===== src/common/gat_dims_pkg.sv =====
package gat_dims_pkg;

  // Graph and layer sizes, kept small so simulation stays short
  localparam int NUM_FEATURE_OUT = 4;
  localparam int TOTAL_NODES     = 8;
  localparam int NUM_SUBGRAPHS   = 3;

  // Column index within one feature vector
  localparam int FEAT_IDX_W = $clog2(NUM_FEATURE_OUT);

  // Node index as stored in the subgraph index table
  localparam int NODE_IDX_W = $clog2(TOTAL_NODES);

  // Subgraph counter, one step per start-of-subgraph entry
  localparam int SG_CNT_W = $clog2(NUM_SUBGRAPHS);

  // Index table depth and address
  localparam int IDX_DEPTH  = TOTAL_NODES;
  localparam int IDX_ADDR_W = $clog2(IDX_DEPTH);

  // Layer-1 feature memory, one vector per subgraph
  localparam int FEAT_DEPTH  = NUM_SUBGRAPHS * NUM_FEATURE_OUT;
  localparam int FEAT_ADDR_W = $clog2(FEAT_DEPTH);

  // Layer-2 H-data memory, one row of NUM_FEATURE_OUT words per node
  localparam int H_DEPTH  = TOTAL_NODES * NUM_FEATURE_OUT;
  localparam int H_ADDR_W = $clog2(H_DEPTH);

endpackage


===== src/common/gat_mem_pkg.sv =====
package gat_mem_pkg;

  // Layer-1 output feature, fixed point
  localparam int FEAT_W = 32;

  // Quantized layer-2 value
  localparam int DATA_W = 8;

  // Integer width of the layer-1 result before requantization
  localparam int L1_DATA_W = 10;

  // Upper half-word, then drop the extra layer-1 bits
  localparam int QUANT_SHIFT = FEAT_W / 2 + (L1_DATA_W - DATA_W);

  typedef logic [FEAT_W-1:0] feat_word_t;

  // One subgraph index table entry
  typedef struct packed {
    logic                                sog;
    logic [gat_dims_pkg::NODE_IDX_W-1:0] node_idx;
  } idx_entry_t;

  // One H-data word, value tagged with its column
  typedef struct packed {
    logic [gat_dims_pkg::FEAT_IDX_W-1:0] col;
    logic [DATA_W-1:0]                   val;
  } h_word_t;

endpackage


===== src/bram_sdp.sv =====
`timescale 1ns/1ps

module bram_sdp #(
  parameter type T     = logic [7:0],
  parameter int  DEPTH = 16,
  localparam int AW    = $clog2(DEPTH)
) (
  input  logic          clk,
  input  logic          wr_en_i,
  input  logic [AW-1:0] wr_addr_i,
  input  T              wr_data_i,
  input  logic [AW-1:0] rd_addr_i,
  output T              rd_data_o
);

  T mem [DEPTH];

  always_ff @(posedge clk) begin
    if (wr_en_i) begin
      mem[wr_addr_i] <= wr_data_i;
    end
  end

  // Registered read, data valid one cycle after the address
  always_ff @(posedge clk) begin
    rd_data_o <= mem[rd_addr_i];
  end

endmodule


===== src/subgraph_handler/subgraph_handler.sv =====
`timescale 1ns/1ps

module subgraph_handler (
  input  logic                                 clk,
  input  logic                                 rst_n,
  input  logic                                 start_i,
  output logic                                 busy_o,
  output logic                                 done_o,
  output logic [gat_dims_pkg::IDX_ADDR_W-1:0]  idx_raddr_o,
  input  gat_mem_pkg::idx_entry_t              idx_rdata_i,
  output logic [gat_dims_pkg::FEAT_ADDR_W-1:0] feat_raddr_o,
  input  gat_mem_pkg::feat_word_t              feat_rdata_i,
  output logic                                 wr_req_o,
  output logic [gat_dims_pkg::H_ADDR_W-1:0]    wr_addr_o,
  output gat_mem_pkg::h_word_t                 wr_data_o
);

  localparam int NFO    = gat_dims_pkg::NUM_FEATURE_OUT;
  localparam int STEP_W = gat_dims_pkg::FEAT_IDX_W + 1;

  typedef enum logic [2:0] {
    S_IDLE,
    S_FETCH,
    S_LOAD,
    S_WRITE,
    S_NEXT
  } state_t;

  state_t                               state_q;
  logic [gat_dims_pkg::IDX_ADDR_W-1:0]  entry_q;
  logic [gat_dims_pkg::SG_CNT_W-1:0]    sg_q;
  logic [STEP_W-1:0]                    step_q;
  logic [gat_dims_pkg::NODE_IDX_W-1:0]  node_q;
  gat_mem_pkg::feat_word_t              feat_q [NFO];
  logic [gat_dims_pkg::FEAT_IDX_W-1:0]  col;
  logic [gat_dims_pkg::FEAT_IDX_W-1:0]  ld_idx;
  logic                                 load_last;
  logic                                 write_last;
  logic                                 entry_last;

  assign col        = step_q[gat_dims_pkg::FEAT_IDX_W-1:0];
  assign ld_idx     = gat_dims_pkg::FEAT_IDX_W'(step_q - 1'b1);
  assign load_last  = (step_q == STEP_W'(NFO));
  assign write_last = (step_q == STEP_W'(NFO - 1));
  assign entry_last = (entry_q == gat_dims_pkg::IDX_ADDR_W'(gat_dims_pkg::TOTAL_NODES - 1));

  // Control path
  always_ff @(posedge clk or negedge rst_n) begin
    if (!rst_n) begin
      state_q <= S_IDLE;
      entry_q <= '0;
      sg_q    <= '0;
      step_q  <= '0;
      done_o  <= 1'b0;
    end else begin
      done_o <= 1'b0;
      case (state_q)
        S_IDLE: begin
          // Start while busy never reaches here, so it is dropped
          if (start_i) begin
            entry_q <= '0;
            sg_q    <= '0;
            state_q <= S_NEXT;
          end
        end
        S_NEXT: begin
          // Index address on the bus, entry lands next cycle
          state_q <= S_FETCH;
        end
        S_FETCH: begin
          step_q  <= '0;
          state_q <= idx_rdata_i.sog ? S_LOAD : S_WRITE;
        end
        S_LOAD: begin
          if (load_last) begin
            step_q  <= '0;
            sg_q    <= sg_q + 1'b1;
            state_q <= S_WRITE;
          end else begin
            step_q <= step_q + 1'b1;
          end
        end
        S_WRITE: begin
          if (write_last) begin
            step_q  <= '0;
            entry_q <= entry_q + 1'b1;
            if (entry_last) begin
              done_o  <= 1'b1;
              state_q <= S_IDLE;
            end else begin
              state_q <= S_NEXT;
            end
          end else begin
            step_q <= step_q + 1'b1;
          end
        end
        default: begin
          state_q <= S_IDLE;
        end
      endcase
    end
  end

  // Node index of the current entry and the cached feature vector
  always_ff @(posedge clk) begin
    if (state_q == S_FETCH) begin
      node_q <= idx_rdata_i.node_idx;
    end
    // Word k returns one cycle after its address, so step k+1 stores it
    if (state_q == S_LOAD && step_q != '0) begin
      feat_q[ld_idx] <= feat_rdata_i;
    end
  end

  assign busy_o      = (state_q != S_IDLE);
  assign idx_raddr_o = entry_q;

  // Vector base of the current subgraph plus the word offset
  assign feat_raddr_o = gat_dims_pkg::FEAT_ADDR_W'(sg_q * NFO + col);

  // One write per cycle, row node_idx and column k
  assign wr_req_o      = (state_q == S_WRITE);
  assign wr_addr_o     = gat_dims_pkg::H_ADDR_W'(node_q * NFO + col);
  assign wr_data_o.col = col;
  assign wr_data_o.val = gat_mem_pkg::DATA_W'(feat_q[col] >> gat_mem_pkg::QUANT_SHIFT);

endmodule


===== src/h_bus_arbiter.sv =====
`timescale 1ns/1ps

module h_bus_arbiter (
  input  logic                              clk,
  input  logic                              rst_n,
  input  logic                              wr_req_i,
  input  logic [gat_dims_pkg::H_ADDR_W-1:0] wr_addr_i,
  input  gat_mem_pkg::h_word_t              wr_data_i,
  input  logic                              rd_req_i,
  input  logic [gat_dims_pkg::H_ADDR_W-1:0] rd_addr_i,
  output logic                              rd_vld_o,
  output gat_mem_pkg::h_word_t              rd_data_o,
  output logic                              mem_we_o,
  output logic [gat_dims_pkg::H_ADDR_W-1:0] mem_addr_o,
  output gat_mem_pkg::h_word_t              mem_wdata_o,
  input  gat_mem_pkg::h_word_t              mem_rdata_i
);

  logic                              pend_q;
  logic [gat_dims_pkg::H_ADDR_W-1:0] pend_addr_q;
  logic                              rd_grant;
  logic                              rd_inflight_q;

  // Handler writes always win, a host read takes any idle cycle
  assign rd_grant = pend_q && !wr_req_i;

  always_ff @(posedge clk or negedge rst_n) begin
    if (!rst_n) begin
      pend_q        <= 1'b0;
      rd_inflight_q <= 1'b0;
    end else begin
      if (rd_req_i) begin
        pend_q <= 1'b1;
      end else if (rd_grant) begin
        pend_q <= 1'b0;
      end
      rd_inflight_q <= rd_grant;
    end
  end

  always_ff @(posedge clk) begin
    if (rd_req_i) begin
      pend_addr_q <= rd_addr_i;
    end
  end

  assign mem_we_o    = wr_req_i;
  assign mem_addr_o  = wr_req_i ? wr_addr_i : pend_addr_q;
  assign mem_wdata_o = wr_data_i;

  // Memory read data is registered, so it lines up with the in-flight flag
  assign rd_vld_o  = rd_inflight_q;
  assign rd_data_o = mem_rdata_i;

endmodule


===== src/gat_scatter_top.sv =====
`timescale 1ns/1ps

module gat_scatter_top (
  input  logic                                 clk,
  input  logic                                 rst_n,
  input  logic                                 start_i,
  output logic                                 busy_o,
  output logic                                 done_o,
  input  logic                                 feat_we_i,
  input  logic [gat_dims_pkg::FEAT_ADDR_W-1:0] feat_waddr_i,
  input  gat_mem_pkg::feat_word_t              feat_wdata_i,
  input  logic                                 idx_we_i,
  input  logic [gat_dims_pkg::IDX_ADDR_W-1:0]  idx_waddr_i,
  input  gat_mem_pkg::idx_entry_t              idx_wdata_i,
  input  logic                                 rd_req_i,
  input  logic [gat_dims_pkg::H_ADDR_W-1:0]    rd_addr_i,
  output logic                                 rd_vld_o,
  output gat_mem_pkg::h_word_t                 rd_data_o
);

  logic [gat_dims_pkg::IDX_ADDR_W-1:0]  idx_raddr;
  gat_mem_pkg::idx_entry_t              idx_rdata;
  logic [gat_dims_pkg::FEAT_ADDR_W-1:0] feat_raddr;
  gat_mem_pkg::feat_word_t              feat_rdata;

  logic                                 wr_req;
  logic [gat_dims_pkg::H_ADDR_W-1:0]    wr_addr;
  gat_mem_pkg::h_word_t                 wr_data;

  logic                                 mem_we;
  logic [gat_dims_pkg::H_ADDR_W-1:0]    mem_addr;
  gat_mem_pkg::h_word_t                 mem_wdata;
  gat_mem_pkg::h_word_t                 mem_rdata;

  // Layer-1 features, loaded by the host
  bram_sdp #(
    .T     (gat_mem_pkg::feat_word_t),
    .DEPTH (gat_dims_pkg::FEAT_DEPTH)
  ) feat_mem_i (
    .clk       (clk),
    .wr_en_i   (feat_we_i),
    .wr_addr_i (feat_waddr_i),
    .wr_data_i (feat_wdata_i),
    .rd_addr_i (feat_raddr),
    .rd_data_o (feat_rdata)
  );

  // Subgraph index table
  bram_sdp #(
    .T     (gat_mem_pkg::idx_entry_t),
    .DEPTH (gat_dims_pkg::IDX_DEPTH)
  ) idx_mem_i (
    .clk       (clk),
    .wr_en_i   (idx_we_i),
    .wr_addr_i (idx_waddr_i),
    .wr_data_i (idx_wdata_i),
    .rd_addr_i (idx_raddr),
    .rd_data_o (idx_rdata)
  );

  // Single-port H-data memory, one address for both directions
  bram_sdp #(
    .T     (gat_mem_pkg::h_word_t),
    .DEPTH (gat_dims_pkg::H_DEPTH)
  ) h_mem_i (
    .clk       (clk),
    .wr_en_i   (mem_we),
    .wr_addr_i (mem_addr),
    .wr_data_i (mem_wdata),
    .rd_addr_i (mem_addr),
    .rd_data_o (mem_rdata)
  );

  subgraph_handler subgraph_handler_i (
    .clk          (clk),
    .rst_n        (rst_n),
    .start_i      (start_i),
    .busy_o       (busy_o),
    .done_o       (done_o),
    .idx_raddr_o  (idx_raddr),
    .idx_rdata_i  (idx_rdata),
    .feat_raddr_o (feat_raddr),
    .feat_rdata_i (feat_rdata),
    .wr_req_o     (wr_req),
    .wr_addr_o    (wr_addr),
    .wr_data_o    (wr_data)
  );

  h_bus_arbiter h_bus_arbiter_i (
    .clk         (clk),
    .rst_n       (rst_n),
    .wr_req_i    (wr_req),
    .wr_addr_i   (wr_addr),
    .wr_data_i   (wr_data),
    .rd_req_i    (rd_req_i),
    .rd_addr_i   (rd_addr_i),
    .rd_vld_o    (rd_vld_o),
    .rd_data_o   (rd_data_o),
    .mem_we_o    (mem_we),
    .mem_addr_o  (mem_addr),
    .mem_wdata_o (mem_wdata),
    .mem_rdata_i (mem_rdata)
  );

endmodule


===== config.mk =====
export PLATFORM = sky130hd
export DESIGN_NAME = gat_scatter_top
export DESIGN_NICKNAME = d
export VERILOG_FILES = /design/src/common/gat_dims_pkg.sv /design/src/common/gat_mem_pkg.sv /design/src/bram_sdp.sv /design/src/subgraph_handler/subgraph_handler.sv /design/src/h_bus_arbiter.sv /design/src/gat_scatter_top.sv
export SDC_FILE = /design/constraint.sdc
export NUM_CORES = 1
export LEC_CHECK = 0
export BUFFER_PORTS_ARGS = -buffer_cell sky130_fd_sc_hd__buf_2
export CAP_MARGIN = 10
export CORE_MARGIN = 5
export CORE_UTILIZATION = 53
export CTS_CLUSTER_SIZE = 14
export DETAILED_ROUTE_END_ITERATION = 6
export PLACE_DENSITY = 0.7
export SETUP_SLACK_MARGIN = 0.1
export SYNTH_ARGS = -nofsm -noshare
export SYNTH_HDL_FRONTEND = slang
export SYNTH_SLANG_ARGS = --single-unit

===== constraint.sdc =====
create_clock -name clk -period 4 [get_ports clk]
set_input_delay 0.6 -clock clk [delete_from_list [all_inputs] [get_ports clk]]
set_output_delay 0.6 -clock clk [all_outputs]
set_load 0.02 [all_outputs]

==> results.sh <==
export IMPL_portBuffers=42
export IMPL_cts_sinks=524
export IMPL_hold_viol=0
export IMPL_grt_max_degree=87
export IMPL_layout_min_cycle_time_ns=3.17
export IMPL_dieArea_sq_mm=0.0448
export IMPL_hold_depth=1
export IMPL_cellLeakagePower_nw=8.19
export IMPL_sequentialPowerShare_pct=45.4
export IMPL_layout_drive_gt1_share_pct=21.6
export IMPL_fp_row_count=73
export IMPL_ys_types=47
export IMPL_first_pass_iters=6
export IMPL_cts_root_buf="clkbuf_16"
export IMPL_gr_max_usage_layer="met2"
export IMPL_cts_setup_buffers=0
export IMPL_wl_mm=45.2
export IMPL_cp_required_ns=4.46
export IMPL_syn_area_sq_mm=0.0215
export IMPL_die_w_um=212
export IMPL_layout_commonest_cell="edfxtp_1"
export IMPL_drtIter0Drc=1132
export IMPL_finClkSkew_ns=0.0221
export IMPL_avgViaCountPerCell=5.94
export IMPL_drv_cap=0
export IMPL_status="finished clean"
export IMPL_synth_seq_area_share_pct=71.7
export IMPL_diodes=0
export IMPL_syn_to_final_growth_pct=12.3
export IMPL_crit_path_end_kind="flip-flop"
export IMPL_grt_overflow=0
export IMPL_dp_hpwl_mm=27.2
export IMPL_ys_seq_elements=524
export IMPL_synth_async_reset_ratio_pct=2.67
export IMPL_gp_congestion=0.794
export IMPL_pwr_share_clk_pct=29.7
export IMPL_first_global_vias=11900
export IMPL_die_h_um=212
export IMPL_routed_via_count=11700
export IMPL_critPathLaunchType="flip-flop"
export IMPL_cts_htree_levels=2
export IMPL_postPlaceCellArea_sq_mm=0.0225
export IMPL_p_int_mw=11.2
export IMPL_synth_warnings=0
export IMPL_p_per_area_mw_per_mm2=669
export IMPL_start_util_pct=53.8
export IMPL_finish_net_count=1455
export IMPL_postLayoutCellArea_sq_mm=0.0242
export IMPL_fin_setup_tns_ns=0
export IMPL_rsz0062_at_grt="false"
export IMPL_clk_pin_slew_ns=0.06
export IMPL_drc=0
export IMPL_numCtsBuffers=53
export IMPL_criticalPathCategory="flip-flop to flip-flop"
export IMPL_max_slew_margin_rel_pct=30.5
export IMPL_synth_main_ff_cell="edfxtp_1"
export IMPL_min_path_type="primary input to flip-flop"
export IMPL_arrival_ns=3.63
export IMPL_ir_worst_vdd_uv=395
export IMPL_drtAntennaViolNets=0
export IMPL_final_cell_mix="edfxtp_1, nand2_1, mux4_2, a21oi_1, nand3_1"
export IMPL_synth_edf_count=488
export IMPL_synth_net_count=1378
export IMPL_regToRegSetupSlack_ns=0.83
export IMPL_grt_pass1_wl_mm=69.4
export IMPL_syn_inst=1314
export IMPL_wl_per_cell_um=23.1
export IMPL_worst_skew_pair_late_latency_ns=0.60
export IMPL_r2r_cells=7
export IMPL_grtUsageMet3_pct=3.22
export IMPL_maxSlewViolCount=0
export IMPL_cts_hold_buffers_added=1
export IMPL_cp_max_fo=86
export IMPL_cts_tree="done"
export IMPL_finalCritPeriodShare_pct=79.2
export IMPL_share_comb_of_total_power_pct=24.9
export IMPL_fmax_mhz=316
export IMPL_synth_avg_cell_area_sq_um=16.4
export IMPL_p_sw_share_pct=30.9
export IMPL_switchingPower_mw=5.00
export IMPL_fillers=2996
export IMPL_met2_usage_pct=34.5
export IMPL_globalRouteMet1Util_pct=27.1
export IMPL_postCtsResizedCells=0
export IMPL_grtUsageTotal_pct=20.4
export IMPL_setup_viol=0
export IMPL_worstMarginPinSlew_ns=1.04
export IMPL_ios=67
export IMPL_antenna_found_initial=2
export IMPL_core_area_sq_mm=0.0400
export IMPL_cts_max_path_buffers=3
power by group through the flow:
stage	clock, mW	sequential (mW)	combinational (mW)
2_1_floorplan	0	7.29	2.91
3_3_place_gp	0	7.43	3.98
3_5_place_dp	0	7.46	4.04
4_1_cts	4.89	7.35	4.07
5_1_grt	5.13	7.39	4.38
6_report	4.81	7.34	4.03
logic make-up (layout without fill, tap and decap cells):
group / Yosys count / in the layout / synth area share, %
buffers and inverters: 85 / 207 / 2.13
AOI/OAI and AO/OA: 177 / 177 / 4.94
DFF: 524 / 524 / 71.7
and+or+nand+nor: 347 / 347 / 7.02
adders and majority gates: 10 / 10 / 0.581
muxes: 171 / 171 / 13.6
synthesized netlist by cell type (5+ instances only):
cell type	number	area share (%)
mux2i_1	59	2.7
o21ai_0	20	0.46
buf_1	7	0.12
o2111ai_1	9	0.37
edfxtp_1	488	68
buf_4	10	0.35
clkbuf_1	15	0.26
a21oi_1	94	2.2
dfxtp_1	22	2.0
nand3_1	71	1.7
nand2b_1	8	0.23
a221oi_1	11	0.45
buf_2	40	0.93
ha_1	10	0.58
and2_1	5	0.15
nor2_1	64	1.1
a22oi_1	10	0.35
dfrtp_1	14	1.6
mux4_2	94	9.8
a21oi_2	5	0.20
nand2_1	171	3.0
o21ai_1	8	0.19
nor3_1	15	0.35
inv_1	6	0.10
buf_6	7	0.37
mux2_2	15	0.78
a31oi_1	10	0.29
state kept, by name, indices dropped and copies added (netlist names), 4 cells and up:
register                     count
feat_mem_i.mem                  96
feat_mem_i.rd_data_o             8
h_bus_arbiter_i.pend_addr_q      5
h_mem_i.mem                    320
h_mem_i.rd_data_o               10
idx_mem_i.mem                   32
idx_mem_i.rd_data_o              4
subgraph_handler_i.feat_q       32
cell type report:
cell class,count,area [sq um],share of cell area (%)
Timing Repair Buffer,101,693,2.87
Inverter,6,22.5,0.0931
Clock buffer,67,1450,6.00
Tap cell,525,657,2.72
Multi-Input combinational cell,705,5640,23.3
Clock inverter,33,262,1.08
Sequential cell,524,15500,63.9
layer usage:
metal,share of wire (%),vias to the layer above
li1,-,5292
met2,51,367
met5,0.058,-
met4,2.8,4
met3,5.6,78
met1,41,5912
worst max-delay path: stages, from the launching register on:
cell and delay (ns):
dfrtp_4 0.71, and4b_1 0.58, a21oi_4 0.29, buf_12 0.38
mux2i_1 0.27, a221oi_1 0.12, nor3_1 0.46, nand4bb_1 0.16
metrics by stage:
step	utilization, %	setup slack [ns]	hold slack [ns]	cells	total power [mW]
finish	60.4	0.834	0.181	1961	16.2
global route	60.4	0.671	0.163	1961	16.9
CTS	60.4	0.833	0.153	1961	16.3
detailed placement	56.1	0.871	0.409	1860	11.5
global placement	56.1	0.917	0.393	1860	11.4
floorplan	-	1.16	0.304	1314	10.2
worst paths after layout:
check	startpoint	to
setup / recovery	subgraph_handler_i.step_q[0]$_DFFE_PN0P_	h_mem_i.rd_data_o[6]$_DFF_P_
hold / removal	rd_addr_i[0]	h_bus_arbiter_i.pend_addr_q[0]$_DFFE_PP_
setup reg to reg	subgraph_handler_i.step_q[0]$_DFFE_PN0P_	h_mem_i.rd_data_o[6]$_DFF_P_
hold reg to reg	idx_mem_i.rd_data_o[1]$_DFF_P_	subgraph_handler_i.node_q[1]$_DFFE_PP_
max in group asynchronous	rst_n	subgraph_handler_i.step_q[0]$_DFFE_PN0P_
min in group asynchronous	rst_n	subgraph_handler_i.idx_raddr_o[1]$_DFFE_PN0P_
Note: power is estimated with default switching activity, not from simulation.
